**config.mk**
```make
export PLATFORM = sky130hd
export DESIGN_NAME = cdb_arbiter
export DESIGN_NICKNAME = d
export VERILOG_FILES = /design/src/design/tomasulo_pkg.sv /design/src/design/cdb_arbiter.sv
export SDC_FILE = /design/constraint.sdc
export NUM_CORES = 1
export LEC_CHECK = 0
export BUFFER_PORTS_ARGS = -buffer_cell sky130_fd_sc_hd__clkbuf_2
export CORE_ASPECT_RATIO = 0.5
export CORE_MARGIN = 10
export CORE_UTILIZATION = 27
export DETAILED_ROUTE_END_ITERATION = 12
export PLACE_DENSITY = 0.62
export SETUP_SLACK_MARGIN = 0.15
export SYNTH_ARGS = -nofsm -noshare
export SYNTH_HDL_FRONTEND = slang
export SYNTH_SLANG_ARGS = --single-unit
```
**constraint.sdc**
```tcl
create_clock -name clk_i -period 3.74 [get_ports clk_i]
set_clock_uncertainty 0.05 [all_clocks]
set_input_delay 0.374 -clock clk_i [delete_from_list [all_inputs] [get_ports clk_i]]
set_output_delay 0.374 -clock clk_i [all_outputs]
set_load 0.02 [all_outputs]
```
**src/design/tomasulo_pkg.sv**
```systemverilog
`default_nettype none

package tomasulo_pkg;

    localparam int XLEN           = 32;
    localparam int NUM_REGS       = 32;
    localparam int REG_W          = 5;
    localparam int ROB_DEPTH      = 8;
    localparam int TAG_W          = 3;
    localparam int CNT_W          = TAG_W + 1;
    localparam int NUM_RS         = 4;
    localparam int RS_SEL_W       = $clog2(NUM_RS);
    localparam int RS_DEPTH       = 2;
    localparam int IQ_DEPTH       = 4;
    localparam int COMMIT_CREDITS = 4;
    localparam int CRED_W         = $clog2(COMMIT_CREDITS + 1);

    typedef enum logic [3:0] {
        ALU_ADD, ALU_SUB, ALU_SLL, ALU_SLT, ALU_SLTU,
        ALU_XOR, ALU_SRL, ALU_SRA, ALU_OR, ALU_AND
    } alu_op_e;

    // data is the value when valid, otherwise tag names the producer
    typedef struct packed {
        logic             valid;
        logic [TAG_W-1:0] tag;
        logic [XLEN-1:0]  data;
    } operand_t;

    typedef struct packed {
        alu_op_e          op;
        operand_t         src1;
        operand_t         src2;
        logic [TAG_W-1:0] dest_tag;
    } rs_word_t;

    typedef struct packed {
        logic             valid;
        logic [TAG_W-1:0] tag;
        logic [XLEN-1:0]  data;
    } cdb_t;

    typedef struct packed {
        logic [REG_W-1:0] rd;
        logic [XLEN-1:0]  data;
    } commit_t;

    // waiting operand picks up a matching broadcast
    function automatic operand_t snoop(operand_t op, cdb_t cdb);
        operand_t res;
        res = op;
        if (!op.valid && cdb.valid && cdb.tag == op.tag) begin
            res.valid = 1'b1;
            res.data  = cdb.data;
        end
        return res;
    endfunction

endpackage

`default_nettype wire

```
**src/design/cdb_arbiter.sv**
```systemverilog
`timescale 1ns/10ps
`default_nettype none

module cdb_arbiter (
    input  logic                                          clk_i,
    input  logic                                          rst_n_i,
    input  tomasulo_pkg::cdb_t [tomasulo_pkg::NUM_RS-1:0] req_i,
    output logic [tomasulo_pkg::NUM_RS-1:0]               grant_o,
    output tomasulo_pkg::cdb_t                            cdb_o
);

    logic [tomasulo_pkg::RS_SEL_W-1:0] ptr_q;
    logic [tomasulo_pkg::RS_SEL_W-1:0] win;
    logic [tomasulo_pkg::RS_SEL_W-1:0] idx;
    logic                              any;

    // search from the pointer, nearest valid request wins
    always_comb begin
        win = ptr_q;
        any = 1'b0;
        idx = ptr_q;
        for (int i = tomasulo_pkg::NUM_RS - 1; i >= 0; i--) begin
            idx = ptr_q + tomasulo_pkg::RS_SEL_W'(i);
            if (req_i[idx].valid) begin
                win = idx;
                any = 1'b1;
            end
        end
        grant_o      = '0;
        grant_o[win] = any;
    end

    always_ff @(posedge clk_i) begin
        if (!rst_n_i) begin
            ptr_q <= '0;
            cdb_o <= '0;
        end else begin
            cdb_o <= any ? req_i[win] : '0;
            // winner drops to lowest priority
            if (any) begin
                ptr_q <= win + 1'b1;
            end
        end
    end

endmodule

`default_nettype wire

```
== After elaboration in Yosys (flattened, before gate mapping) ==
Cells that the tools add are included.
Widths: inputs -> output; s select.

* Flip-flop bits (word level): 38
* Output and inout port bits: 40
* Word-level logic and storage cells: 37

* Reductions and logical operators: 2
* Bitwise logic cells: 1
* $lt $le $gt $ge: 6
* Multiplexer cells: 20
* Add/subtract/negate cells: 4

{| class="wikitable"
|+ Operator list
! operator !! number
|-
| $bmux 36 s2 || 5
|-
| $mux 36 || 5
|-
| $lt 2x3->1 const B || 5
|-
| $mux 2 || 4
|-
| $mux 1 || 5
|-
| $add 2x1->2 const B || 2
|-
| $add 2x2->2 const B || 2
|-
| $and 4x4->4 || 1
|-
| $demux 1 s2 || 1
|-
| $ge 2x1->1 const B || 1
|-
| $reduce_and 2->1 || 1
|-
| $logic_and 1x1->1 || 1
|}

== Logic depth before layout (Yosys ltp) ==
* Word-level depth: 12
* Mapped depth: 8
* Mapped depth without buffers: 5

== Worst setup path after synthesis ==
OpenSTA, ideal clock, no wires.

* Kind: input to output
* Start: in req_i[143] (netlist bit)
* End: out grant_o[0] (netlist bit)
* Arrival: 1.936 ns
* Stages on the path: 6
* Path slack: 1.380 ns
* Path through: or2_2 o221a_2 clkbuf_1 buf_2 buf_2 nor3_1

* Longest elaborated chain between the ends: 11

{| class="wikitable"
|+ RTL lines
! what !! RTL line !! text
|-
| start, declared || cdb_arbiter.sv:7 || <nowiki>input tomasulo_pkg::cdb_t [tomasulo_pkg::NUM_RS-1:0] req_i,</nowiki>
|-
| $bmux 36 s2 || cdb_arbiter.sv:24 || <nowiki>if (req_i[idx].valid) begin</nowiki>
|-
| $mux 36 (implied by the code) || cdb_arbiter.sv:24 ||
|-
| $mux 2 (4 in series) || cdb_arbiter.sv:24 ||
|-
| $lt 2x3->1 (implied by the code) / $ge 2x1->1 (equally long branches) || cdb_arbiter.sv:30 || <nowiki>grant_o[win] = any;</nowiki>
|-
| $logic_and 1x1->1 (implied by the code) || cdb_arbiter.sv:30 ||
|-
| $mux 1 (implied by the code) || cdb_arbiter.sv:30 ||
|-
| $demux 1 s2 || cdb_arbiter.sv:30 ||
|-
| $and 4x4->4 (no source line) (*) || -- ||
|-
| end, declared || cdb_arbiter.sv:8 || <nowiki>output logic [tomasulo_pkg::NUM_RS-1:0] grant_o,</nowiki>
|}

Mark *: on every way between the ends. The rest lies on a longest branch, timed or not. The select of a mux whose other input is x is not followed.

== Worst setup path after layout ==
* Start: reg ptr_q[1] (netlist bit)
* End: reg cdb_o[28] (netlist bit)

* Longest elaborated chain between the ends: 9

{| class="wikitable"
|+ RTL lines
! what !! RTL line !! text
|-
| start, declared || cdb_arbiter.sv:12 || <nowiki>logic [tomasulo_pkg::RS_SEL_W-1:0] ptr_q;</nowiki>
|-
| start signal, assigned || cdb_arbiter.sv:41 || <nowiki>ptr_q <= win + 1'b1;</nowiki>
|-
| $add 2x2->2 || cdb_arbiter.sv:23 || <nowiki>idx = ptr_q + tomasulo_pkg::RS_SEL_W'(i);</nowiki>
|-
| $bmux 36 s2 || cdb_arbiter.sv:24 ||
|-
| $mux 36 (implied by the code) || cdb_arbiter.sv:24 ||
|-
| $mux 2 (4 in series) || cdb_arbiter.sv:24 ||
|-
| $bmux 36 s2 || cdb_arbiter.sv:38 || <nowiki>cdb_o <= any ? req_i[win] : '0;</nowiki>
|-
| $mux 36 (implied by the code) || cdb_arbiter.sv:38 ||
|-
| end signal, assigned || cdb_arbiter.sv:38 ||
|-
| end, declared || cdb_arbiter.sv:9 || <nowiki>output tomasulo_pkg::cdb_t cdb_o</nowiki>
|}

Several ways; a longest one is shown, not always the timed one. The select of a mux whose other input is x is not followed.
A chain may end at the register's enable or synchronous reset.

==> impl_metrics.py <==
metrics = {
    "synthesis": {
        "yosysTopAreaCellShare_pct": 38.8,
        "synthTopCellsByArea": "dfxtp_1, mux2i_1, o22ai_1",
        "yosysWarnings": 0,
        "ys_seq_area_share_pct": 38.8,
        "synth_cell_types": 24,
        "synth_nets": 338,
        "synth_area_per_cell_sq_um": 10.2,
        "syn-cell-area_sq_mm": 0.00196,
        "ys_ff_latch": 38,
        "syn_inst": 192,
        "synth_top_cell_by_area": "dfxtp_1",
    },
    "route": {
        "final_antenna_net_count": 0,
        "drc": 0,
        "routedWlPerCell_um": 17.4,
        "drt_iter0_markers": 79,
        "viasPerCell": 4.50,
        "firstDrtPassIters": 4,
        "drt-total-wl_um": 8090,
        "vias": 2087,
    },
    "global_route": {
        "grt_max_degree": 38,
        "use_met1_pct": 13.1,
        "track_usage_pct": 13.1,
        "overflow": 0,
        "grt_pass1_vias": 2261,
        "use_met3_pct": 2.76,
        "gr-usage-met2_pct": 27.4,
        "grt_busiest_layer": "met2",
        "grt_pass1_wl_um": 12100,
        "antenna_found_initial": 0,
    },
    "clocking": {
        "cts_tree": "built",
        "htreeDepth": 2,
        "cts_setup_buffers": 0,
        "cts_resized": 0,
        "cts_buffers": 5,
        "cts.reportedPaths.clkPinSlew_ps": 60,
        "numClockSinks": 38,
        "cts_root_buf": "clkbuf_16",
        "cts_hold_buf": 0,
        "clkLatencyLatePin_ps": 270,
        "ctsLongestPathBuffers": 2,
    },
    "timing": {
        "rsz0062_at_grt": "no",
        "whs_ps": 324,
        "worstMarginPinSlew_ps": 892,
        "finalHoldViolations": 0,
        "fin_ws_ps": 1220,
        "setup_tns_ps": 0,
        "fmax_mhz": 397,
        "fin_crit_ps": 2520,
        "min_period_over_period_pct": 67.4,
        "max-slew-margin-rel_pct": 40.4,
        "setup_viol": 0,
        "finalMaxSlewViolations": 0,
    },
    "run": {
        "maxCapViolCount": 0,
    },
    "worst_setup_path": {
        "critPathLaunchType": "flip-flop",
        "critPathMaxStageDelay_ps": 520,
        "arrival_ps": 2670,
        "path_class": "flip-flop to flip-flop",
        "crit_slowest_cell": "nand2_1",
        "critPathRequiredTime_ps": 3890,
        "crit_fanout": 25,
        "crit_chain": "and3b_1 -> nor4_1 -> or2_2 -> nand2_1 -> buf_4 -> o22ai_1",
        "worstSetupEndpointType": "flip-flop",
    },
    "placement": {
        "dp_hpwl_um": 6920,
        "dp_slack_ps": 1070,
        "port_buffers": 185,
        "place_congestion": 0.807,
        "post-place-cells": 456,
    },
    "min_path": {
        "worstHoldPathType": "primary input to flip-flop",
    },
    "floorplan": {
        "pin_count": 186,
        "std_cell_rows": 21,
        "dieArea_sq_mm": 0.0113,
        "start_util_pct": 28.6,
        "die_y_um": 80.3,
        "dieWidth_um": 141,
        "core_sq_mm": 0.00686,
    },
    "cells_and_area": {
        "insertedDiodeCount": 0,
        "drive_above_1_share_pct": 54.0,
        "stdcell_count": 464,
        "layout_common_cells": "clkbuf_2, mux2i_1, dfxtp_1",
        "nets": 517,
        "final_common_cell": "clkbuf_2",
        "syn2layout_area_growth_pct": 58.8,
    },
    "power_and_ir_drop": {
        "cellPowerDensity_mw_per_mm2": 526,
        "power_leakage_nw": 1.68,
        "ir_drop_uv": 205,
    },
    "run_status": {
        "status": "complete, no violations",
    },
}
-- path summary, 6_finish.rpt --
kind,slack [ps],cells past startpoint,endpoint,from
min,320,3,ptr_q[0]$_SDFFE_PN0P_,rst_n_i
min reg2reg,560,2,ptr_q[0]$_SDFFE_PN0P_,ptr_q[0]$_SDFFE_PN0P_
max reg2reg,1220,6,cdb_o[28]$_SDFF_PN0_,ptr_q[1]$_SDFFE_PN0P_
max,1220,6,cdb_o[28]$_SDFF_PN0_,ptr_q[1]$_SDFFE_PN0P_
-- cell families after synthesis --
family                 Yosys count  share of synthesized area, %
multiplexers                    71                          36.2
flip-flops                      38                          38.8
buffers and inverters           18                          4.78
AND/OR/NAND/NOR                 23                          6.63
AO/OA/AOI/OAI                   42                          13.6
-- per-layer routing --
metal | share of wire [%] | up-vias
met5 | 0 | -
met4 | 1.1 | 0
met3 | 3.0 | 6
met2 | 60 | 34
met1 | 36 | 960
li1 | - | 1087
-- layout make-up --
class,count,area [sq um]
clock buffer,6,139
multi-input combinational,136,1120
fill,712,3740
inverter,1,3.75
clock inverter,2,12.5
sequential,38,761
timing repair buffer,189,968
tap,92,115
-- sequential cells by signal, indices dropped and copies added (netlist names) --
signal  cells
ptr_q       2
cdb_o      36
-- worst max-delay path, delay by kind of cell (launching register included) --
family                 cells  cell delay [ps]
AND/OR/NAND/NOR            4             1430
buffers and inverters      1              420
flip-flops                 1              370
AO/OA/AOI/OAI              1              180
-- cell usage after synthesis --
cell	n
a21oi_1	2
a311o_1	1
and2_1	1
and3b_1	1
buf_2	12
buf_4	1
buf_6	1
clkbuf_1	3
dfxtp_1	38
inv_1	1
mux2i_1	71
nand2_1	4
nor2_1	4
nor2b_1	3
nor3_1	4
nor3b_1	1
nor4_1	1
o21a_1	1
o21ai_0	2
o221a_2	1
o22ai_1	35
or2_2	2
or3b_1	1
or4_4	1
-- metrics by stage --
| step | util, % | total power, mW | cell area [sq um] |
|---|---|---|---|
| final | 45.4 | 1.64 | 3120 |
| after global routing | 45.4 | 1.74 | 3120 |
| after CTS | 45.4 | 1.67 | 3120 |
| after global placement | 43.2 | 1.23 | 2970 |
| after floorplan | - | 0.995 | 1960 |
| after detailed placement | 43.2 | 1.24 | 2970 |
-- power by group --
| part | total, mW | switching (mW) | leakage, nW | internal (mW) |
|---|---|---|---|---|
| combinational | 0.699 | 0.394 | 1.29 | 0.305 |
| clock | 0.421 | 0.157 | 0.0729 | 0.264 |
| sequential | 0.519 | 0.0279 | 0.316 | 0.491 |
| total | 1.64 | 0.580 | 1.68 | 1.06 |
(Power assumes the default switching activity.)
