**config.mk**
```make
export PLATFORM = sky130hd
export DESIGN_NAME = reservation_station
export DESIGN_NICKNAME = d
export VERILOG_FILES = /design/src/design/tomasulo_pkg.sv /design/src/design/rv32i_alu.sv /design/src/design/reservation_station.sv
export SDC_FILE = /design/constraint.sdc
export NUM_CORES = 1
export LEC_CHECK = 0
export BUFFER_PORTS_ARGS = -buffer_cell sky130_fd_sc_hd__buf_4
export CORE_ASPECT_RATIO = 0.9
export CORE_MARGIN = 2
export CORE_UTILIZATION = 29
export CTS_BUF_LIST = sky130_fd_sc_hd__clkbuf_16
export DETAILED_ROUTE_END_ITERATION = 10
export GPL_ROUTABILITY_DRIVEN = 0
export PLACE_DENSITY_LB_ADDON = 0.3
export SLEW_MARGIN = 25
export SYNTH_ARGS = -nofsm -noshare
export SYNTH_HDL_FRONTEND = slang
export SYNTH_SLANG_ARGS = --single-unit
```
**constraint.sdc**
```tcl
create_clock -name clk_i -period 4.95 [get_ports clk_i]
set_input_delay 0.495 -clock clk_i [delete_from_list [all_inputs] [get_ports clk_i]]
set_output_delay 0.495 -clock clk_i [all_outputs]
set_load 0.01 [all_outputs]
```
**src/design/tomasulo_pkg.sv**
```systemverilog
`default_nettype none

package tomasulo_pkg;

    localparam int XLEN           = 32;
    localparam int NUM_REGS       = 32;
    localparam int REG_W          = 5;
    localparam int ROB_DEPTH      = 8;
    localparam int TAG_W          = 3;
    localparam int CNT_W          = TAG_W + 1;
    localparam int NUM_RS         = 4;
    localparam int RS_SEL_W       = $clog2(NUM_RS);
    localparam int RS_DEPTH       = 2;
    localparam int IQ_DEPTH       = 4;
    localparam int COMMIT_CREDITS = 4;
    localparam int CRED_W         = $clog2(COMMIT_CREDITS + 1);

    typedef enum logic [3:0] {
        ALU_ADD, ALU_SUB, ALU_SLL, ALU_SLT, ALU_SLTU,
        ALU_XOR, ALU_SRL, ALU_SRA, ALU_OR, ALU_AND
    } alu_op_e;

    // data is the value when valid, otherwise tag names the producer
    typedef struct packed {
        logic             valid;
        logic [TAG_W-1:0] tag;
        logic [XLEN-1:0]  data;
    } operand_t;

    typedef struct packed {
        alu_op_e          op;
        operand_t         src1;
        operand_t         src2;
        logic [TAG_W-1:0] dest_tag;
    } rs_word_t;

    typedef struct packed {
        logic             valid;
        logic [TAG_W-1:0] tag;
        logic [XLEN-1:0]  data;
    } cdb_t;

    typedef struct packed {
        logic [REG_W-1:0] rd;
        logic [XLEN-1:0]  data;
    } commit_t;

    // waiting operand picks up a matching broadcast
    function automatic operand_t snoop(operand_t op, cdb_t cdb);
        operand_t res;
        res = op;
        if (!op.valid && cdb.valid && cdb.tag == op.tag) begin
            res.valid = 1'b1;
            res.data  = cdb.data;
        end
        return res;
    endfunction

endpackage

`default_nettype wire

```
**src/design/rv32i_alu.sv**
```systemverilog
`timescale 1ns/10ps
`default_nettype none

module rv32i_alu (
    input  tomasulo_pkg::alu_op_e         op_i,
    input  logic [tomasulo_pkg::XLEN-1:0] a_i,
    input  logic [tomasulo_pkg::XLEN-1:0] b_i,
    output logic [tomasulo_pkg::XLEN-1:0] result_o
);

    logic [4:0] shamt;

    assign shamt = b_i[4:0];

    always_comb begin
        result_o = '0;
        case (op_i)
            tomasulo_pkg::ALU_ADD:  result_o = a_i + b_i;
            tomasulo_pkg::ALU_SUB:  result_o = a_i - b_i;
            tomasulo_pkg::ALU_SLL:  result_o = a_i << shamt;
            // compares only set bit 0
            tomasulo_pkg::ALU_SLT:  result_o[0] = $signed(a_i) < $signed(b_i);
            tomasulo_pkg::ALU_SLTU: result_o[0] = a_i < b_i;
            tomasulo_pkg::ALU_XOR:  result_o = a_i ^ b_i;
            tomasulo_pkg::ALU_SRL:  result_o = a_i >> shamt;
            tomasulo_pkg::ALU_SRA:  result_o = $unsigned($signed(a_i) >>> shamt);
            tomasulo_pkg::ALU_OR:   result_o = a_i | b_i;
            tomasulo_pkg::ALU_AND:  result_o = a_i & b_i;
            default:                result_o = '0;
        endcase
    end

endmodule

`default_nettype wire

```
**src/design/reservation_station.sv**
```systemverilog
`timescale 1ns/10ps
`default_nettype none

module reservation_station #(
    parameter int DEPTH = tomasulo_pkg::RS_DEPTH
) (
    input  logic                   clk_i,
    input  logic                   rst_n_i,
    input  logic                   load_i,
    input  tomasulo_pkg::rs_word_t word_i,
    input  tomasulo_pkg::cdb_t     cdb_i,
    output logic                   free_o,
    output tomasulo_pkg::cdb_t     req_o,
    input  logic                   grant_i
);

    // entries stay packed from slot 0, lower slots are older
    tomasulo_pkg::rs_word_t        word_q [DEPTH];
    tomasulo_pkg::rs_word_t        word_d [DEPTH];
    logic [DEPTH-1:0]              valid_q;
    logic [DEPTH-1:0]              valid_d;
    int                            sel;
    logic                          ready;
    logic [tomasulo_pkg::XLEN-1:0] alu_result;

    assign free_o = !valid_q[DEPTH-1];

    // oldest entry with both operands present
    always_comb begin
        sel   = 0;
        ready = 1'b0;
        for (int i = DEPTH - 1; i >= 0; i--) begin
            if (valid_q[i] && word_q[i].src1.valid && word_q[i].src2.valid) begin
                sel   = i;
                ready = 1'b1;
            end
        end
    end

    rv32i_alu alu (
        .op_i     (word_q[sel].op),
        .a_i      (word_q[sel].src1.data),
        .b_i      (word_q[sel].src2.data),
        .result_o (alu_result)
    );

    always_comb begin
        req_o.valid = ready;
        req_o.tag   = word_q[sel].dest_tag;
        req_o.data  = alu_result;
    end

    always_comb begin
        int slot;
        slot    = 0;
        valid_d = valid_q;
        for (int i = 0; i < DEPTH; i++) begin
            word_d[i]      = word_q[i];
            word_d[i].src1 = tomasulo_pkg::snoop(word_q[i].src1, cdb_i);
            word_d[i].src2 = tomasulo_pkg::snoop(word_q[i].src2, cdb_i);
        end
        // granted entry leaves, younger ones move down
        if (grant_i) begin
            for (int i = 0; i < DEPTH - 1; i++) begin
                if (i >= sel) begin
                    word_d[i]  = word_d[i + 1];
                    valid_d[i] = valid_q[i + 1];
                end
            end
            valid_d[DEPTH - 1] = 1'b0;
        end
        for (int i = DEPTH - 1; i >= 0; i--) begin
            if (!valid_d[i]) begin
                slot = i;
            end
        end
        if (load_i) begin
            word_d[slot]  = word_i;
            valid_d[slot] = 1'b1;
        end
    end

    always_ff @(posedge clk_i) begin
        if (!rst_n_i) begin
            valid_q <= '0;
        end else begin
            valid_q <= valid_d;
        end
    end

    always_ff @(posedge clk_i) begin
        word_q <= word_d;
    end

endmodule

`default_nettype wire

```
[Word level (Yosys, flattened, before mapping)]
Index checks and enable logic that the tools add are counted.
Cells by class
  add/subtract/negate cells: 2
  $lt $le $gt $ge: 8
  eq/ne operators: 13
  shift operators: 3
  muxes and demuxes: 30
  bitwise logic cells: 6
  reduce and logical (&&, ||, !) cells: 20
Operators by type and width (number)
  $mux W79: 6
  $pmux W31 S8: 1
  $mux W32: 6
  $bwmux W158: 1
  $mux W158: 1
  $demux W79 S1: 1
  $ge A32 B2 Y1 const B: 2
  $lt A32 B32 Y1: 2
  $not A32 Y32: 2
  $add A32 B32 Y32: 1
  $and A32 B32 Y32: 1
  $ge A1 B32 Y1 const A: 1
  $ge A32 B1 Y1 const B: 1
  $lt A32 B1 Y1 const B: 1
  $lt A32 B3 Y1 const B: 1
  $or A32 B32 Y32: 1
  $shl A32 B5 Y32: 1
  $shr A32 B5 Y32: 1
  $sshr A32 B5 Y32: 1
  $sub A32 B32 Y32: 1
  $xor A32 B32 Y32: 1
  $eq A4 B3 Y1 const B: 4
  $logic_and A1 B1 Y1: 14
  $eq A3 B3 Y1: 4
  10 further kinds: 26
Word-level totals
  bits in registers: 160
  input bits: 119
  output and inout port bits: 37
  word-level logic and storage cells: 99

[Depth between registers and ports, before layout]
  depth after elaboration: 16
  gate-level depth with buffers: 21
  depth with buffers taken out: 15

[Hierarchy]
Synthesis repeated with hierarchy kept, for this count alone.
Unflattened totals
  cell total of the unflattened synthesis: 1960
  area total of the unflattened synthesis: 16761.1 µm²
By module, submodules not included
  rv32i_alu: instances 1, cells each 1263, area an instance 8819.7 µm², seq. area each 0.0 µm²
  reservation_station: instances 1, cells each 697, area an instance 7941.4 µm², seq. area each 3333.2 µm²

[Least setup slack after synthesis]
No wires, ideal clock.
  kind: register to output
  from: register valid_q[0]
  to: output req_o[18] (netlist bit)
  arrival: 4738 ps
  required time: 4455 ps
  setup slack: -283 ps
  stages on the path, launching flop included: 22
  path buffers: 6
  path through: dfxtp_1 > and3_1 > buf_6 > nor2_4 > buf_2 > buf_2 > buf_2 > buf_1 > buf_2 > nand2_1 > nand2_1 > inv_1 > ha_1 > fa_1 > o21bai_1 > a21oi_1 > o21ai_0 > o21ai_1 > o31a_1 > o311a_1 > a211o_1 > a2111o_1
RTL lines
  start: declaration: line reservation_station.sv:20  | logic [DEPTH-1:0] valid_q;
  start signal: assignment: line reservation_station.sv:87  | valid_q <= valid_d;
  end: declaration: line reservation_station.sv:13  | output tomasulo_pkg::cdb_t req_o,

==> impl_results.md <==
- Met1 Use GR: 0.339
- Hold Path Class: primary input to flip-flop
- Crit path time final: 4950 ps
- HPWL after detailed placement: 68.3 mm
- Max-cap violations: 0
- Total power: 9.72 mW
- Met2 usage: 0.368
- Die footprint: 68500 µm²
- Global Route Usage Sum: 0.251
- Worst EP required: 4450 ps
- Clk_lat worst skew: 430 ps
- Yosys Warn Count: 0
- Post-synth EDFFs: 13
- Clk sink count: 160
- Final net count: 2959
- IO Pins: 156
- Die H: 248 µm
- Commonest cells after routing, fill and taps aside: 322 x nand2_1, 282 x buf_4, 264 x nor2_1
- Synth top area share: 0.153
- Post-synthesis sequential area ratio: 0.173
- Commonest non-fill, non-tap cell in the layout: nand2_1
- Final WL: 90.5 mm
- Worst Setup End Kind: output pin
- Clk_skew: 10.4 ps
- Synth area leader: dfxtp_1
- Peak VDD IR: 0.000256 V
- Power Dens Cells: 424 nW/µm²
- Detail Route Antenna Nets: 0
- CTS tree: done
- Initial DRC count: 3292
- Cell row count: 89
- Core Box Area: 65600 µm²
- CP arrival: 4450 ps
- Final setup vio count: 0
- Routed via count: 22200
- Max transition margin: 0.396
- Max clock buf depth: 2
- Setup CP Type: flip-flop to output pin
- Synthesized area per cell: 7.30 µm²
- Vias in the first global route: 20400
- Hold Violations, Final: 0
- Leakage Power: 9.38 nW
- Max H-tree Level: 4
- Initial Util: 0.294
- Synth area leaders: dfxtp_1 15%, mux2i_1 9.7%, ha_1 6.9%
- Post-synthesis async set-or-reset flop share: 0
- Max Freq: 0.202 GHz
- # diodes: 0
- GRT Max-Usage Layer: met2
- R2R setup slack: 2320 ps
- PortBufs: 155
- Critical path launch point type: flip-flop
- Post-Syn Area: 19300 µm²
- Core Util, Final: 0.350
- Slew of the pin with the lowest slew margin: 906 ps
- WL/cell: 25.1 µm
- GRT met3 Usage: 0.0532
- Final non-filler cell total: 3609
- Crit path max fanout: 24
- Largest net degree at the start of global routing: 88
- Ys flop type: dfxtp_1
- Drt pass-1 iters: 7
- Outcome: completed
- Mapped Cells: 2639
- CTS Buf Count: 17
- Flops & latches, synth: 160
- Placed Instances: 3559
- Clock transition at path regs: 70 ps
- Final period util: 1.00
- Final Max Tran Viols: 0
- Vias/cell: 6.14
- Synthesized net count: 2866
- Post-synth cell types: 98
- Root Driver: clkbuf_16
- Antenna violations before repair: 0
- Global-route wire length before repair: 132 mm
- Grt ovf: 0
- RSZ-0062 raised after global routing: yes
- Die span in x: 276 µm
- Fraction of layout cells with a size suffix above 1: 0.203
- Residual DRC count: 0
- Synth-to-Final Area Change: 19.1%
where the power goes:
| part | internal, mW | switching [mW] | total, mW |
|---|---|---|---|
| logic | 2.43 | 3.81 | 6.24 |
| clock network | 0.802 | 0.592 | 1.39 |
| registers | 1.61 | 0.476 | 2.08 |
per-layer routing:
metal  vias to the layer above  wire length (µm)  share of wire
li1                       9976                 -              -
met1                     10500             36700           0.41
met2                      1427             37800           0.42
met3                       303              9810           0.11
met4                         0              6280          0.069
met5                         -                 0              0
what timing repair did:
item | CTS | global route
gates resized for setup | 34 | 91
pin swaps | 3 | 19
setup buffers | 3 | 10
hold buffers | 0 | 0
gates cloned | 0 | 5
endpoints found under the setup margin | 19 | 22
critical path, stage by stage (launching register included):
cell and delay [ps]:
dfxtp_2 370, and3_4 260, nor2_4 80, buf_12 130, buf_4 160, clkbuf_16 190
o31ai_1 710, mux2i_1 210, o211ai_1 590, o21ai_0 150, a221oi_1 740, nand3_1 220
buf_4 200
cells in the mapped netlist (23+ instances only):
cell type,n
buf_2,73
buf_1,23
mux2i_1,187
inv_1,108
nor3_1,37
dfxtp_1,147
a221oi_1,26
clkbuf_1,115
mux4_2,24
o21ai_0,136
o211ai_1,54
nor2_1,267
nand2_1,341
a211oi_1,36
nand3_1,61
a22oi_1,79
mux2_2,57
ha_1,106
a21o_1,24
a21oi_1,203
a31oi_1,90
layout make-up:
cell class	instances	area, µm²
Clock inverter	15	179
Multi-Input combinational cell	2138	15000
Clock buffer	17	425
Sequential cell	160	3350
Timing Repair Buffer	302	2480
Tap cell	864	1080
Fill cell	6981	42700
Inverter	113	424
registers in the layout (all words and copies together) (netlist names), named ones only:
register and cells:
word_q 145, valid_q 2
path summary, 6_finish.rpt:
check	start	to	depth (start not counted)
setup / recovery	word_q[117]$_DFF_P_	req_o[17]	12
hold / removal	word_i[35]	flip-flop	1
setup reg to reg	flip-flop	word_q[126]$_DFF_P_	7
hold reg to reg	word_q[150]$_DFF_P_	word_q[150]$_DFF_P_	2
logic make-up (layout without fill, tap and decap cells):
logic type,after synthesis,count (layout),share of synthesized area
and+or+nand+nor,868,868,0.202
muxes,271,271,0.161
buffers and inverters,341,447,0.0763
xor gates and xnor gates,18,18,0.00819
adders and majority gates,108,108,0.0709
AOI/OAI and AO/OA,873,873,0.308
DFF,160,160,0.173
through the flow:
| stage | cell area (µm²) | setup slack, ps | setup TNS [ps] | hold WS, ps |
|---|---|---|---|---|
| after floorplan | 19300 | 20.3 | 0 | 517 |
| after global placement | 21600 | 172 | 0 | 541 |
| after detailed placement | 21600 | 134 | 0 | 547 |
| after CTS | 22300 | 2.74 | 0 | 233 |
| after global routing | 22900 | -52.7 | -205 | 226 |
| final | 22900 | 1.43 | 0 | 246 |
Power figures use the tool's default switching activity.
