File: src/design/tomasulo_pkg.sv
`default_nettype none

package tomasulo_pkg;

    localparam int XLEN           = 32;
    localparam int NUM_REGS       = 32;
    localparam int REG_W          = 5;
    localparam int ROB_DEPTH      = 8;
    localparam int TAG_W          = 3;
    localparam int CNT_W          = TAG_W + 1;
    localparam int NUM_RS         = 4;
    localparam int RS_SEL_W       = $clog2(NUM_RS);
    localparam int RS_DEPTH       = 2;
    localparam int IQ_DEPTH       = 4;
    localparam int COMMIT_CREDITS = 4;
    localparam int CRED_W         = $clog2(COMMIT_CREDITS + 1);

    typedef enum logic [3:0] {
        ALU_ADD, ALU_SUB, ALU_SLL, ALU_SLT, ALU_SLTU,
        ALU_XOR, ALU_SRL, ALU_SRA, ALU_OR, ALU_AND
    } alu_op_e;

    // data is the value when valid, otherwise tag names the producer
    typedef struct packed {
        logic             valid;
        logic [TAG_W-1:0] tag;
        logic [XLEN-1:0]  data;
    } operand_t;

    typedef struct packed {
        alu_op_e          op;
        operand_t         src1;
        operand_t         src2;
        logic [TAG_W-1:0] dest_tag;
    } rs_word_t;

    typedef struct packed {
        logic             valid;
        logic [TAG_W-1:0] tag;
        logic [XLEN-1:0]  data;
    } cdb_t;

    typedef struct packed {
        logic [REG_W-1:0] rd;
        logic [XLEN-1:0]  data;
    } commit_t;

    // waiting operand picks up a matching broadcast
    function automatic operand_t snoop(operand_t op, cdb_t cdb);
        operand_t res;
        res = op;
        if (!op.valid && cdb.valid && cdb.tag == op.tag) begin
            res.valid = 1'b1;
            res.data  = cdb.data;
        end
        return res;
    endfunction

endpackage

`default_nettype wire

File: src/design/issue_unit.sv
`timescale 1ns/10ps
`default_nettype none

module issue_unit (
    input  logic                            clk_i,
    input  logic                            rst_n_i,
    input  logic                            instr_valid_i,
    input  logic [31:0]                     instr_i,
    output logic                            instr_credit_o,
    output logic [tomasulo_pkg::REG_W-1:0]  src1_idx_o,
    output logic [tomasulo_pkg::REG_W-1:0]  src2_idx_o,
    input  tomasulo_pkg::operand_t          src1_reg_i,
    input  tomasulo_pkg::operand_t          src2_reg_i,
    output logic [tomasulo_pkg::TAG_W-1:0]  fwd1_tag_o,
    output logic [tomasulo_pkg::TAG_W-1:0]  fwd2_tag_o,
    input  logic                            fwd1_done_i,
    input  logic                            fwd2_done_i,
    input  logic [tomasulo_pkg::XLEN-1:0]   fwd1_data_i,
    input  logic [tomasulo_pkg::XLEN-1:0]   fwd2_data_i,
    input  tomasulo_pkg::cdb_t              cdb_i,
    input  logic                            rob_full_i,
    input  logic [tomasulo_pkg::TAG_W-1:0]  rob_tail_tag_i,
    output logic                            rob_alloc_o,
    output logic [tomasulo_pkg::REG_W-1:0]  alloc_rd_o,
    input  logic [tomasulo_pkg::NUM_RS-1:0] rs_free_i,
    output logic [tomasulo_pkg::NUM_RS-1:0] rs_load_o,
    output tomasulo_pkg::rs_word_t          rs_word_o
);

    logic [31:0]                               queue_q [tomasulo_pkg::IQ_DEPTH];
    logic [$clog2(tomasulo_pkg::IQ_DEPTH)-1:0] head_q;
    logic [$clog2(tomasulo_pkg::IQ_DEPTH)-1:0] tail_q;
    logic [$clog2(tomasulo_pkg::IQ_DEPTH):0]   count_q;
    logic [31:0]                               word;
    logic [31:0]                               imm;
    logic                                      dispatch;
    logic                                      use_imm;
    tomasulo_pkg::alu_op_e                     op;
    tomasulo_pkg::operand_t                    src1;
    tomasulo_pkg::operand_t                    src2;

    // register file, then finished ROB entry, then the current CDB
    function automatic tomasulo_pkg::operand_t resolve(
        input tomasulo_pkg::operand_t        reg_op,
        input logic                          done,
        input logic [tomasulo_pkg::XLEN-1:0] data,
        input tomasulo_pkg::cdb_t            cdb
    );
        tomasulo_pkg::operand_t res;
        res = reg_op;
        if (!res.valid && done) begin
            res.valid = 1'b1;
            res.data  = data;
        end
        return tomasulo_pkg::snoop(res, cdb);
    endfunction

    assign word     = queue_q[head_q];
    assign dispatch = count_q != '0 && |rs_free_i && !rob_full_i;

    // anything but an ALU op issues as addi x0, x0, 0
    always_comb begin
        op         = tomasulo_pkg::ALU_ADD;
        use_imm    = 1'b1;
        imm        = '0;
        alloc_rd_o = '0;
        src1_idx_o = '0;
        src2_idx_o = '0;
        if (word[6:0] == 7'b0110011 || word[6:0] == 7'b0010011) begin
            // opcode bit 5 is clear for the immediate forms
            use_imm    = !word[5];
            imm        = {{20{word[31]}}, word[31:20]};
            alloc_rd_o = word[11:7];
            src1_idx_o = word[19:15];
            src2_idx_o = word[24:20];
            case (word[14:12])
                3'b000:  op = (!use_imm && word[30]) ? tomasulo_pkg::ALU_SUB
                                                     : tomasulo_pkg::ALU_ADD;
                3'b001:  op = tomasulo_pkg::ALU_SLL;
                3'b010:  op = tomasulo_pkg::ALU_SLT;
                3'b011:  op = tomasulo_pkg::ALU_SLTU;
                3'b100:  op = tomasulo_pkg::ALU_XOR;
                3'b101:  op = word[30] ? tomasulo_pkg::ALU_SRA : tomasulo_pkg::ALU_SRL;
                3'b110:  op = tomasulo_pkg::ALU_OR;
                default: op = tomasulo_pkg::ALU_AND;
            endcase
        end
    end

    assign fwd1_tag_o = src1_reg_i.tag;
    assign fwd2_tag_o = src2_reg_i.tag;

    always_comb begin
        src1 = resolve(src1_reg_i, fwd1_done_i, fwd1_data_i, cdb_i);
        src2 = resolve(src2_reg_i, fwd2_done_i, fwd2_data_i, cdb_i);
        if (use_imm) begin
            src2 = '{valid: 1'b1, tag: '0, data: imm};
        end
    end

    // lowest free station takes the word
    assign rob_alloc_o = dispatch;
    assign rs_load_o   = dispatch ? (rs_free_i & (~rs_free_i + 1'b1)) : '0;
    assign rs_word_o   = '{op: op, src1: src1, src2: src2, dest_tag: rob_tail_tag_i};

    always_ff @(posedge clk_i) begin
        if (!rst_n_i) begin
            head_q         <= '0;
            tail_q         <= '0;
            count_q        <= '0;
            instr_credit_o <= 1'b0;
        end else begin
            if (instr_valid_i) begin
                tail_q <= tail_q + 1'b1;
            end
            if (dispatch) begin
                head_q <= head_q + 1'b1;
            end
            case ({instr_valid_i, dispatch})
                2'b10:   count_q <= count_q + 1'b1;
                2'b01:   count_q <= count_q - 1'b1;
                default: count_q <= count_q;
            endcase
            // freed slot goes back to the producer
            instr_credit_o <= dispatch;
        end
    end

    always_ff @(posedge clk_i) begin
        if (instr_valid_i) begin
            queue_q[tail_q] <= instr_i;
        end
    end

endmodule

`default_nettype wire

File: config.mk
export PLATFORM = sky130hd
export DESIGN_NAME = issue_unit
export DESIGN_NICKNAME = d
export VERILOG_FILES = /design/src/design/tomasulo_pkg.sv /design/src/design/issue_unit.sv
export SDC_FILE = /design/constraint.sdc
export NUM_CORES = 1
export LEC_CHECK = 0
export BUFFER_PORTS_ARGS = -buffer_cell sky130_fd_sc_hd__buf_2
export CAP_MARGIN = 30
export CORE_AREA = 2 2 125 127
export CTS_CLUSTER_SIZE = 20
export DETAILED_ROUTE_END_ITERATION = 10
export DIE_AREA = 0 0 127 129
export PLACE_DENSITY = 0.88
export SLEW_MARGIN = 5
export SYNTH_ARGS = -nofsm -noshare
export SYNTH_HDL_FRONTEND = slang
export SYNTH_SLANG_ARGS = --single-unit
File: constraint.sdc
create_clock -name clk_i -period 5.9 [get_ports clk_i]
set_input_delay 1.18 -clock clk_i [delete_from_list [all_inputs] [get_ports clk_i]]
set_output_delay 1.18 -clock clk_i [all_outputs]
set_load 0.005 [all_outputs]
## Word level (Yosys, flattened, before mapping)

Memories as Yosys holds them, arrays and structs flattened. A register that Yosys moved wholly into a read port is not among the register bits.
Index checks and enable logic that the tools add are counted.

- Flip-flop bits (word level): 8
- Bits in writable memories: 128
- Bits of input ports: 217
- Output and inout bits: 106
- Word-level logic and storage cells: 68
- Memories kept: 1

- Add/sub/neg operators: 5
- Equal/unequal tests: 12
- Mux-type cells: 24
- Bitwise gates (word level): 2
- Reductions and logical operators: 20

Memory list:

| memory | words | width | read ports | clocked after memory_dff | write ports | RTL line | source |
|---|---|---|---|---|---|---|---|
| queue_q | 4 | 32 | 1 | 1 | 1 | issue_unit.sv:30 | `logic [31:0] queue_q [tomasulo_pkg::IQ_DEPTH];` |

Operators by type and width:

| operator | number |
|---|---|
| $mux W32 | 5 |
| $mux W36 | 1 |
| $pmux W4 S7 | 1 |
| $mux W5 | 3 |
| $eq A3 B3 Y1 const B | 3 |
| $logic_and A1 B1 Y1 | 9 |
| $mux W1 | 9 |
| $mux W4 | 2 |
| $eq A7 B5 Y1 const B | 1 |
| $eq A7 B6 Y1 const B | 1 |
| $eq A3 B2 Y1 const B | 2 |
| $eq A3 B3 Y1 | 2 |
| $logic_not A1 Y1 | 6 |
| $pmux W3 S2 | 1 |
| $add A2 B1 Y2 const B | 2 |
| $add A4 B1 Y4 const B | 1 |
| $and A4 B4 Y4 | 1 |
| $mux W2 | 2 |
| $not A4 Y4 | 1 |
| $reduce_or A4 Y1 | 1 |
| $add A3 B1 Y3 const B | 1 |
| $eq A3 B1 Y1 const B | 1 |
| $logic_not A3 Y1 | 1 |
| $reduce_bool A3 Y1 | 1 |
| other kinds (5) | 5 |

## Logic depth before layout (Yosys ltp)

Gate-level depths: netlist of run 1.

- Depth after elaboration: 8
- Mapped depth: 8
- Mapped depth without buffers: 8

## Worst setup path before layout of run 1

No wires, ideal clock.

- Path type: input to output
- Start: in cdb_i[35] (netlist name)
- End: out rs_word_o[17] (netlist name)
- Data arrival time: 2232 ps
- Data required time: 4720 ps
- Setup slack: 2488 ps
- Stages on the path: 6
- Path buffers: 2
- Cells stage by stage: nor3b_1 -> nand4_1 -> clkbuf_1 -> clkbuf_1 -> o211ai_1 -> a21oi_1

RTL lines:

| what | RTL line | source |
|---|---|---|
| start, declared | issue_unit.sv:20 | `input tomasulo_pkg::cdb_t cdb_i,` |
| end, declared | issue_unit.sv:27 | `output tomasulo_pkg::rs_word_t rs_word_o` |

==> qor.csv, run 1 <==
metric,value,unit
Setup crit end kind,output pin,
die width,127,um
clock tree buffer depth,2,
Sequential Power Share,41.3,%
clock-pin slew on the worst setup and hold paths,0.05,ns
Core Rows,45,
first-pass GRT wire length,33000,um
most frequent cells after synthesis,"edfxtp_1 (128), mux2i_1 (66), a21oi_1 (65)",
WHS Path Cells,2,
Vert. Die Dim,129,um
routability cong.,0.989,
Power Density,307,nW/um^2
"EDFF count, synth",128,
post_cts resized,0,
largest net degree at the start of global routing,51,
Num CTS Buffers,17,
reg-to-reg endpoint,count_q[2]$_SDFFE_PN0P_,
slowest cell on the critical path,mux4_2,
most frequent cell after synthesis,edfxtp_1,
Post-Route Skew,0.00439,ns
Port Buffers,316,
synthesized flop and latch total,138,
DR iter-0 viols,549,
number of buffers added for setup after CTS,0,
average wire per standard cell,22.1,um
outcome,completed,
Reg2Reg Depth,8,
core footprint,15000,sq um
syn_area_per_cell,12.8,sq um
DP Area,8830,sq um
number of vias per cell,5.61,
antenna-violating nets left,0,
total track usage,27.6,%
Fin. Hold Viols,0,
Rel. slew slack,34.6,%
peak supply drop,339,uV
initial antenna violation count,4,
# IOs,323,
Hold Startpoint,count_q[2]$_SDFFE_PN0P_,
Slew @ Worst Pin,0.981,ns
layout filler cell count,1173,
Yosys top cell area share,53.8,%
Post-CTS Hold Buffers,0,
worst min-delay path class,reg2reg,
"top cells by area, synth","edfxtp_1 (54%), mux2i_1 (9.2%), mux4_2 (7.9%)",
Clock Power Share,34.8,%
WHS Endpoint,count_q[2]$_SDFFE_PN0P_,
Initial Util,47.7,%
max-cap viol count,0,
drt drc,0,
crit path kind,reg2out,
synthesized cell area,7150,sq um
grt met2 use,48.7,%
vias in the first global route,5617,
post-DP HPWL,17100,um
cell family with most CP delay,multiplexers,
Syn. warnings,0,
share of layout cells above drive strength 1,44.3,%
DR vias,5923,
switching power,762,uW
area grow syn2layout,31.5,%
H-tree levels,4,
Crit path largest cell delay,0.98,ns
CTS sink count,138,
combinational share of power,23.9,%
WP data required,4.72,ns
"Clk Latency, worst-skew pair",0.41,ns
"Seq/Total Area, Yosys",56.6,%
Yosys cell types,40,
achievable frequency,210,MHz
"Slew Viols, Final",0,
met1 Resource Use GR,33.5,%
Final Instance Area,9400,sq um
dpl cells,1022,
GR peak layer,met2,
CP arrival,3.57,ns
RSZ-0062 raised after global routing,no,
final period utilization,80.6,%
CP Buf/Inv Count,1,
Cells after Synth,559,
Setup TNS Final,0,ns
non-filler cells in the finished layout,1056,
min cycle time layout,4.75,ns
Synth area leader,edfxtp_1,
Crit Reg-Reg Startpoint,count_q[0]$_SDFFE_PN0P_,
Worst setup SP type,flop,
CTS tree,done,
nets,1076,
Setup WS pre-CTS,1.54,ns
leakage power,0.00422,uW
met3 GRT Util,8.36,%
grt ovf,0,
FF-to-FF setup slack,3.31,ns
clock root cell,clkbuf_16,
internal power,2120,uW
Synthesized Nets,782,
Sw Share,26.4,%
asr flop ratio synth,0,%
overall routed net length,23300,um
DRT Pass-1 Iters,5,
Worst Slack Setup Final,1.15,ns
setup violators final,0,
crit-path max FO,46,
CP cell instances,"mux4_2, nand2b_1, a21oi_1, buf_2",
die area,16400,sq um
top_reg_cell synth,edfxtp_1,
cells in the final DEF, fill, tap and decap left out, types with 3 or more instances in the layout:
cell,synthesis,final
bufinv_16,0,3
a21oi_1,65,65
buf_4,14,8
mux4_2,25,25
o211ai_1,32,32
clkbuf_1,25,3
diode_2,0,3
nor2_1,43,43
edfxtp_1,128,128
nor2b_1,18,18
clkinv_2,0,4
inv_1,7,7
and2_1,15,15
clkinv_1,0,3
mux2i_1,66,66
buf_12,0,3
xor2_1,5,5
nand2b_1,15,13
nand2_1,39,39
buf_2,7,316
ha_1,5,5
xnor2_1,6,6
dfxtp_1,10,9
clkbuf_16,0,17
nor4_1,3,3
cells by family after synthesis:
logic type	count (synthesis)	share of synthesized area, %
adder cells (fa/ha/maj)	6	1.16
buffers and inverters	59	4.17
flip-flops	138	56.6
multiplexers	92	17.5
AO/OA/AOI/OAI	104	8.82
AND/OR/NAND/NOR	149	10.4
XOR/XNOR	11	1.35
worst reg2reg max path, stage by stage, from the launching register on:
cell	delay [ns]
dfxtp_1	0.36
nor3_1	0.10
nor3_1	0.64
ha_1	0.32
inv_1	0.07
fa_1	0.37
xor2_1	0.16
or3_1	0.31
a21boi_0	0.18
final cells by class:
cell class | instances | area (sq um) | area share (%)
well taps | 188 | 235 | 2.50
multi-input cells | 362 | 2820 | 30.0
repair buffers | 327 | 1700 | 18.1
clock inverters | 11 | 129 | 1.37
inverters | 7 | 26.3 | 0.280
flip-flops and latches | 138 | 4050 | 43.0
clock buffers | 20 | 437 | 4.65
diodes | 3 | 7.51 | 0.0799
worst max-delay path by stage:
stage	endpoint	slack [ns]	cells after the start
floorplan	rs_word_o[17]	2.49	6
global placement	rs_word_o[25]	1.49	7
detailed placement	rs_word_o[25]	1.54	4
CTS	rs_word_o[25]	1.10	4
global route	rs_word_o[31]	0.92	4
finish	rs_word_o[25]	1.15	4
routing by layer:
layer	vias to the layer above	share of wire, %
met5	-	0.034
met4	2	1.6
met3	31	9.9
met2	357	51
met1	2841	37
li1	2692	-
stage by stage:
step | utilization (%) | hold slack, ns | total power (uW)
6_report | 62.8 | 0.520 | 2890
5_1_grt | 62.8 | 0.568 | 3010
4_1_cts | 62.7 | 0.516 | 2900
3_5_place_dp | 58.9 | 0.509 | 1890
3_3_place_gp | 58.8 | 0.485 | 1880
2_1_floorplan | - | 0.464 | 1640
registers in the layout, summed over array words and instances (netlist names), named ones only:
register / count
count_q: 3
head_q: 2
instr_credit_o: 1
queue_q: 128
tail_q: 2
power groups by stage:
stage	Sequential [uW]	Combinational [uW]	Clock, uW
2_1_floorplan	1170	472	0
3_3_place_gp	1210	668	0
3_5_place_dp	1210	679	0
4_1_cts	1190	690	1010
5_1_grt	1200	746	1060
6_report	1190	688	1000
No activity file was read; power rests on OpenSTA's default activity.
==> run 2: changes to the inputs <==
Settings changed: CORE_AREA 2 2 125 127 to 2 2 126 128, DIE_AREA 0 0 127 129 to 0 0 128 130, PLACE_DENSITY 0.88 to 0.87.
Clock period 5.9 ns to 4.9 ns, I/O delays scaled along.
==> run 2 against run 1 <==
  * Hold slack about the same
  * Sequential power grew 19%
  * Register-to-register slack got worse by 0.94 ns
  * Routed wire length down 1.3%
==> qor.csv, run 2 (synthesized netlist as in run 1, its figures left out) <==
metric,value,unit,change
Power Density,371,nW/um^2,was 307 nW/um^2
initial antenna violation count,13,,was 4
crit-path max FO,29,,was 46
combinational share of power,24.2,%,was 23.9%
# IOs,323,,unchanged
post_cts resized,0,,unchanged
Sequential Power Share,40.8,%,was 41.3%
DR vias,5899,,was 5923
final period utilization,82.3,%,
max reg flops,128,,unchanged
switching power,921,uW,was 762 uW
Port Buffers,316,,unchanged
Num CTS Buffers,17,,unchanged
core footprint,15400,sq um,was 15000 sq um
Sw Share,26.4,%,about the same
Post-CTS Hold Buffers,0,,unchanged
clock tree buffer depth,2,,unchanged
Setup WS pre-CTS,1.37,ns,was 1.54 ns
Setup crit end kind,output pin,,unchanged
min cycle time layout,4.03,ns,
Setup TNS Final,0,ns,unchanged
area occupied by multi-input gates,2820,sq um,about the same
die area,16600,sq um,was 16400 sq um
DR iter-0 viols,362,,was 549
outcome,completed,,unchanged
grt ovf,0,,unchanged
Initial Util,46.3,%,was 47.7%
DRT Pass-1 Iters,5,,unchanged
die width,128,um,was 127 um
Worst Slack Setup Final,0.868,ns,was 1.15 ns
RSZ-0062 raised after global routing,no,,unchanged
average wire per standard cell,21.5,um,was 22.1 um
vias in the first global route,5461,,was 5617
Core Rows,46,,was 45
share of layout cells above drive strength 1,44.9,%,was 44.3%
number of buffers added for setup after CTS,0,,unchanged
Regs by FF count,"queue_q x128, count_q x3",,unchanged
achievable frequency,248,MHz,
post-DP HPWL,17200,um,was 17100 um
drt drc,0,,unchanged
dpl cells,1026,,was 1022
setup violators final,0,,unchanged
Fin. Hold Viols,0,,unchanged
number of vias per cell,5.52,,was 5.61
clock-pin slew on the worst setup and hold paths,0.05,ns,about the same
WP data required,3.92,ns,was 4.72 ns
largest net degree at the start of global routing,46,,was 51
peak supply drop,389,uV,was 339 uV
Slew @ Worst Pin,0.857,ns,was 0.981 ns
crit path kind,reg2out,,unchanged
nets,1077,,was 1076
H-tree levels,4,,unchanged
first-pass GRT wire length,32600,um,was 33000 um
Top reg by flops,queue_q,,unchanged
"Clk Latency, worst-skew pair",0.41,ns,about the same
layout filler cell count,1251,,was 1173
clock root cell,clkbuf_16,,unchanged
routability cong.,1.00,,was 0.989
most frequent cells in the layout,"buf_2 (316), edfxtp_1 (128), mux2i_1 (66)",,unchanged
area grow syn2layout,31.8,%,was 31.5%
fin util,61.0,%,was 62.8%
total power,3490,uW,was 2890 uW
total track usage,26.9,%,was 27.6%
overall routed net length,23000,um,was 23300 um
CP arrival,3.05,ns,was 3.57 ns
non-filler cells in the finished layout,1068,,was 1056
worst min-delay path class,reg2reg,,unchanged
Clock Power Share,35.1,%,was 34.8%
antenna-violating nets left,0,,unchanged
"Slew Viols, Final",0,,unchanged
Crit Reg-Reg Startpoint,count_q[0]$_SDFFE_PN0P_,,unchanged
CTS tree,done,,unchanged
Worst setup SP type,flop,,unchanged
max-cap viol count,0,,unchanged
Post-Route Skew,0.0115,ns,was 0.00439 ns
internal power,2570,uW,was 2120 uW
leakage power,0.00423,uW,was 0.00422 uW
Vert. Die Dim,130,um,was 129 um
Sequential Area,4050,sq um,unchanged
CTS sink count,138,,unchanged
"leading cell type in the layout, fill and taps excluded",buf_2,,unchanged
Rel. slew slack,42.9,%,was 34.6%
Hold Startpoint,count_q[2]$_SDFFE_PN0P_,,unchanged
## run 2: worst max-delay path, cell delays in order (launching register included)
cell,delay (ns)
dfxtp_2,0.68
nand3b_1,0.17
nor4_1,0.65
o22ai_4,0.40
buf_4,0.36
a21oi_1,0.22
buf_2,0.15
## run 2: layout make-up
class / count / area share, %
clock buffer: 21 / 4.68
clock inverter: 11 / 1.36
timing repair buffer: 328 / 18.0
inverter: 7 / 0.279
antenna: 9 / 0.239
tap: 192 / 2.55
multi-input combinational: 362 / 30.0
sequential: 138 / 43.0
## run 2: path summary, 6_finish.rpt
path         depth (start not counted)  slack (ns)                 endpoint
max                                  6        0.87             rs_word_o[8]
min                                  2        0.52  count_q[2]$_SDFFE_PN0P_
max reg2reg                          8        2.37  count_q[2]$_SDFFE_PN0P_
min reg2reg                          2        0.52  count_q[2]$_SDFFE_PN0P_
## run 2: power groups by stage
stage | registers, uW | logic [uW] | clock network, uW
floorplan | 1410 | 568 | 0
global placement | 1440 | 816 | 0
detailed placement | 1450 | 833 | 0
CTS | 1420 | 843 | 1230
global route | 1430 | 919 | 1300
finish | 1420 | 844 | 1220
## run 2: through the flow
| stage | hold slack [ns] | instance area, sq um |
|---|---|---|
| finish | 0.519 | 9420 |
| global route | 0.547 | 9410 |
| global placement | 0.478 | 8790 |
| detailed placement | 0.526 | 8810 |
| CTS | 0.523 | 9380 |
| floorplan | 0.464 | 7150 |
## run 2: metal layers
metal | GRT usage (%) | up-vias | part of all wire, %
li1 | - | 2704 | -
met1 | 33.7 | 2843 | 39
met2 | 43.8 | 300 | 49
met3 | 10.3 | 44 | 9.8
met4 | 8.40 | 8 | 1.9
met5 | 0 | - | 0.23
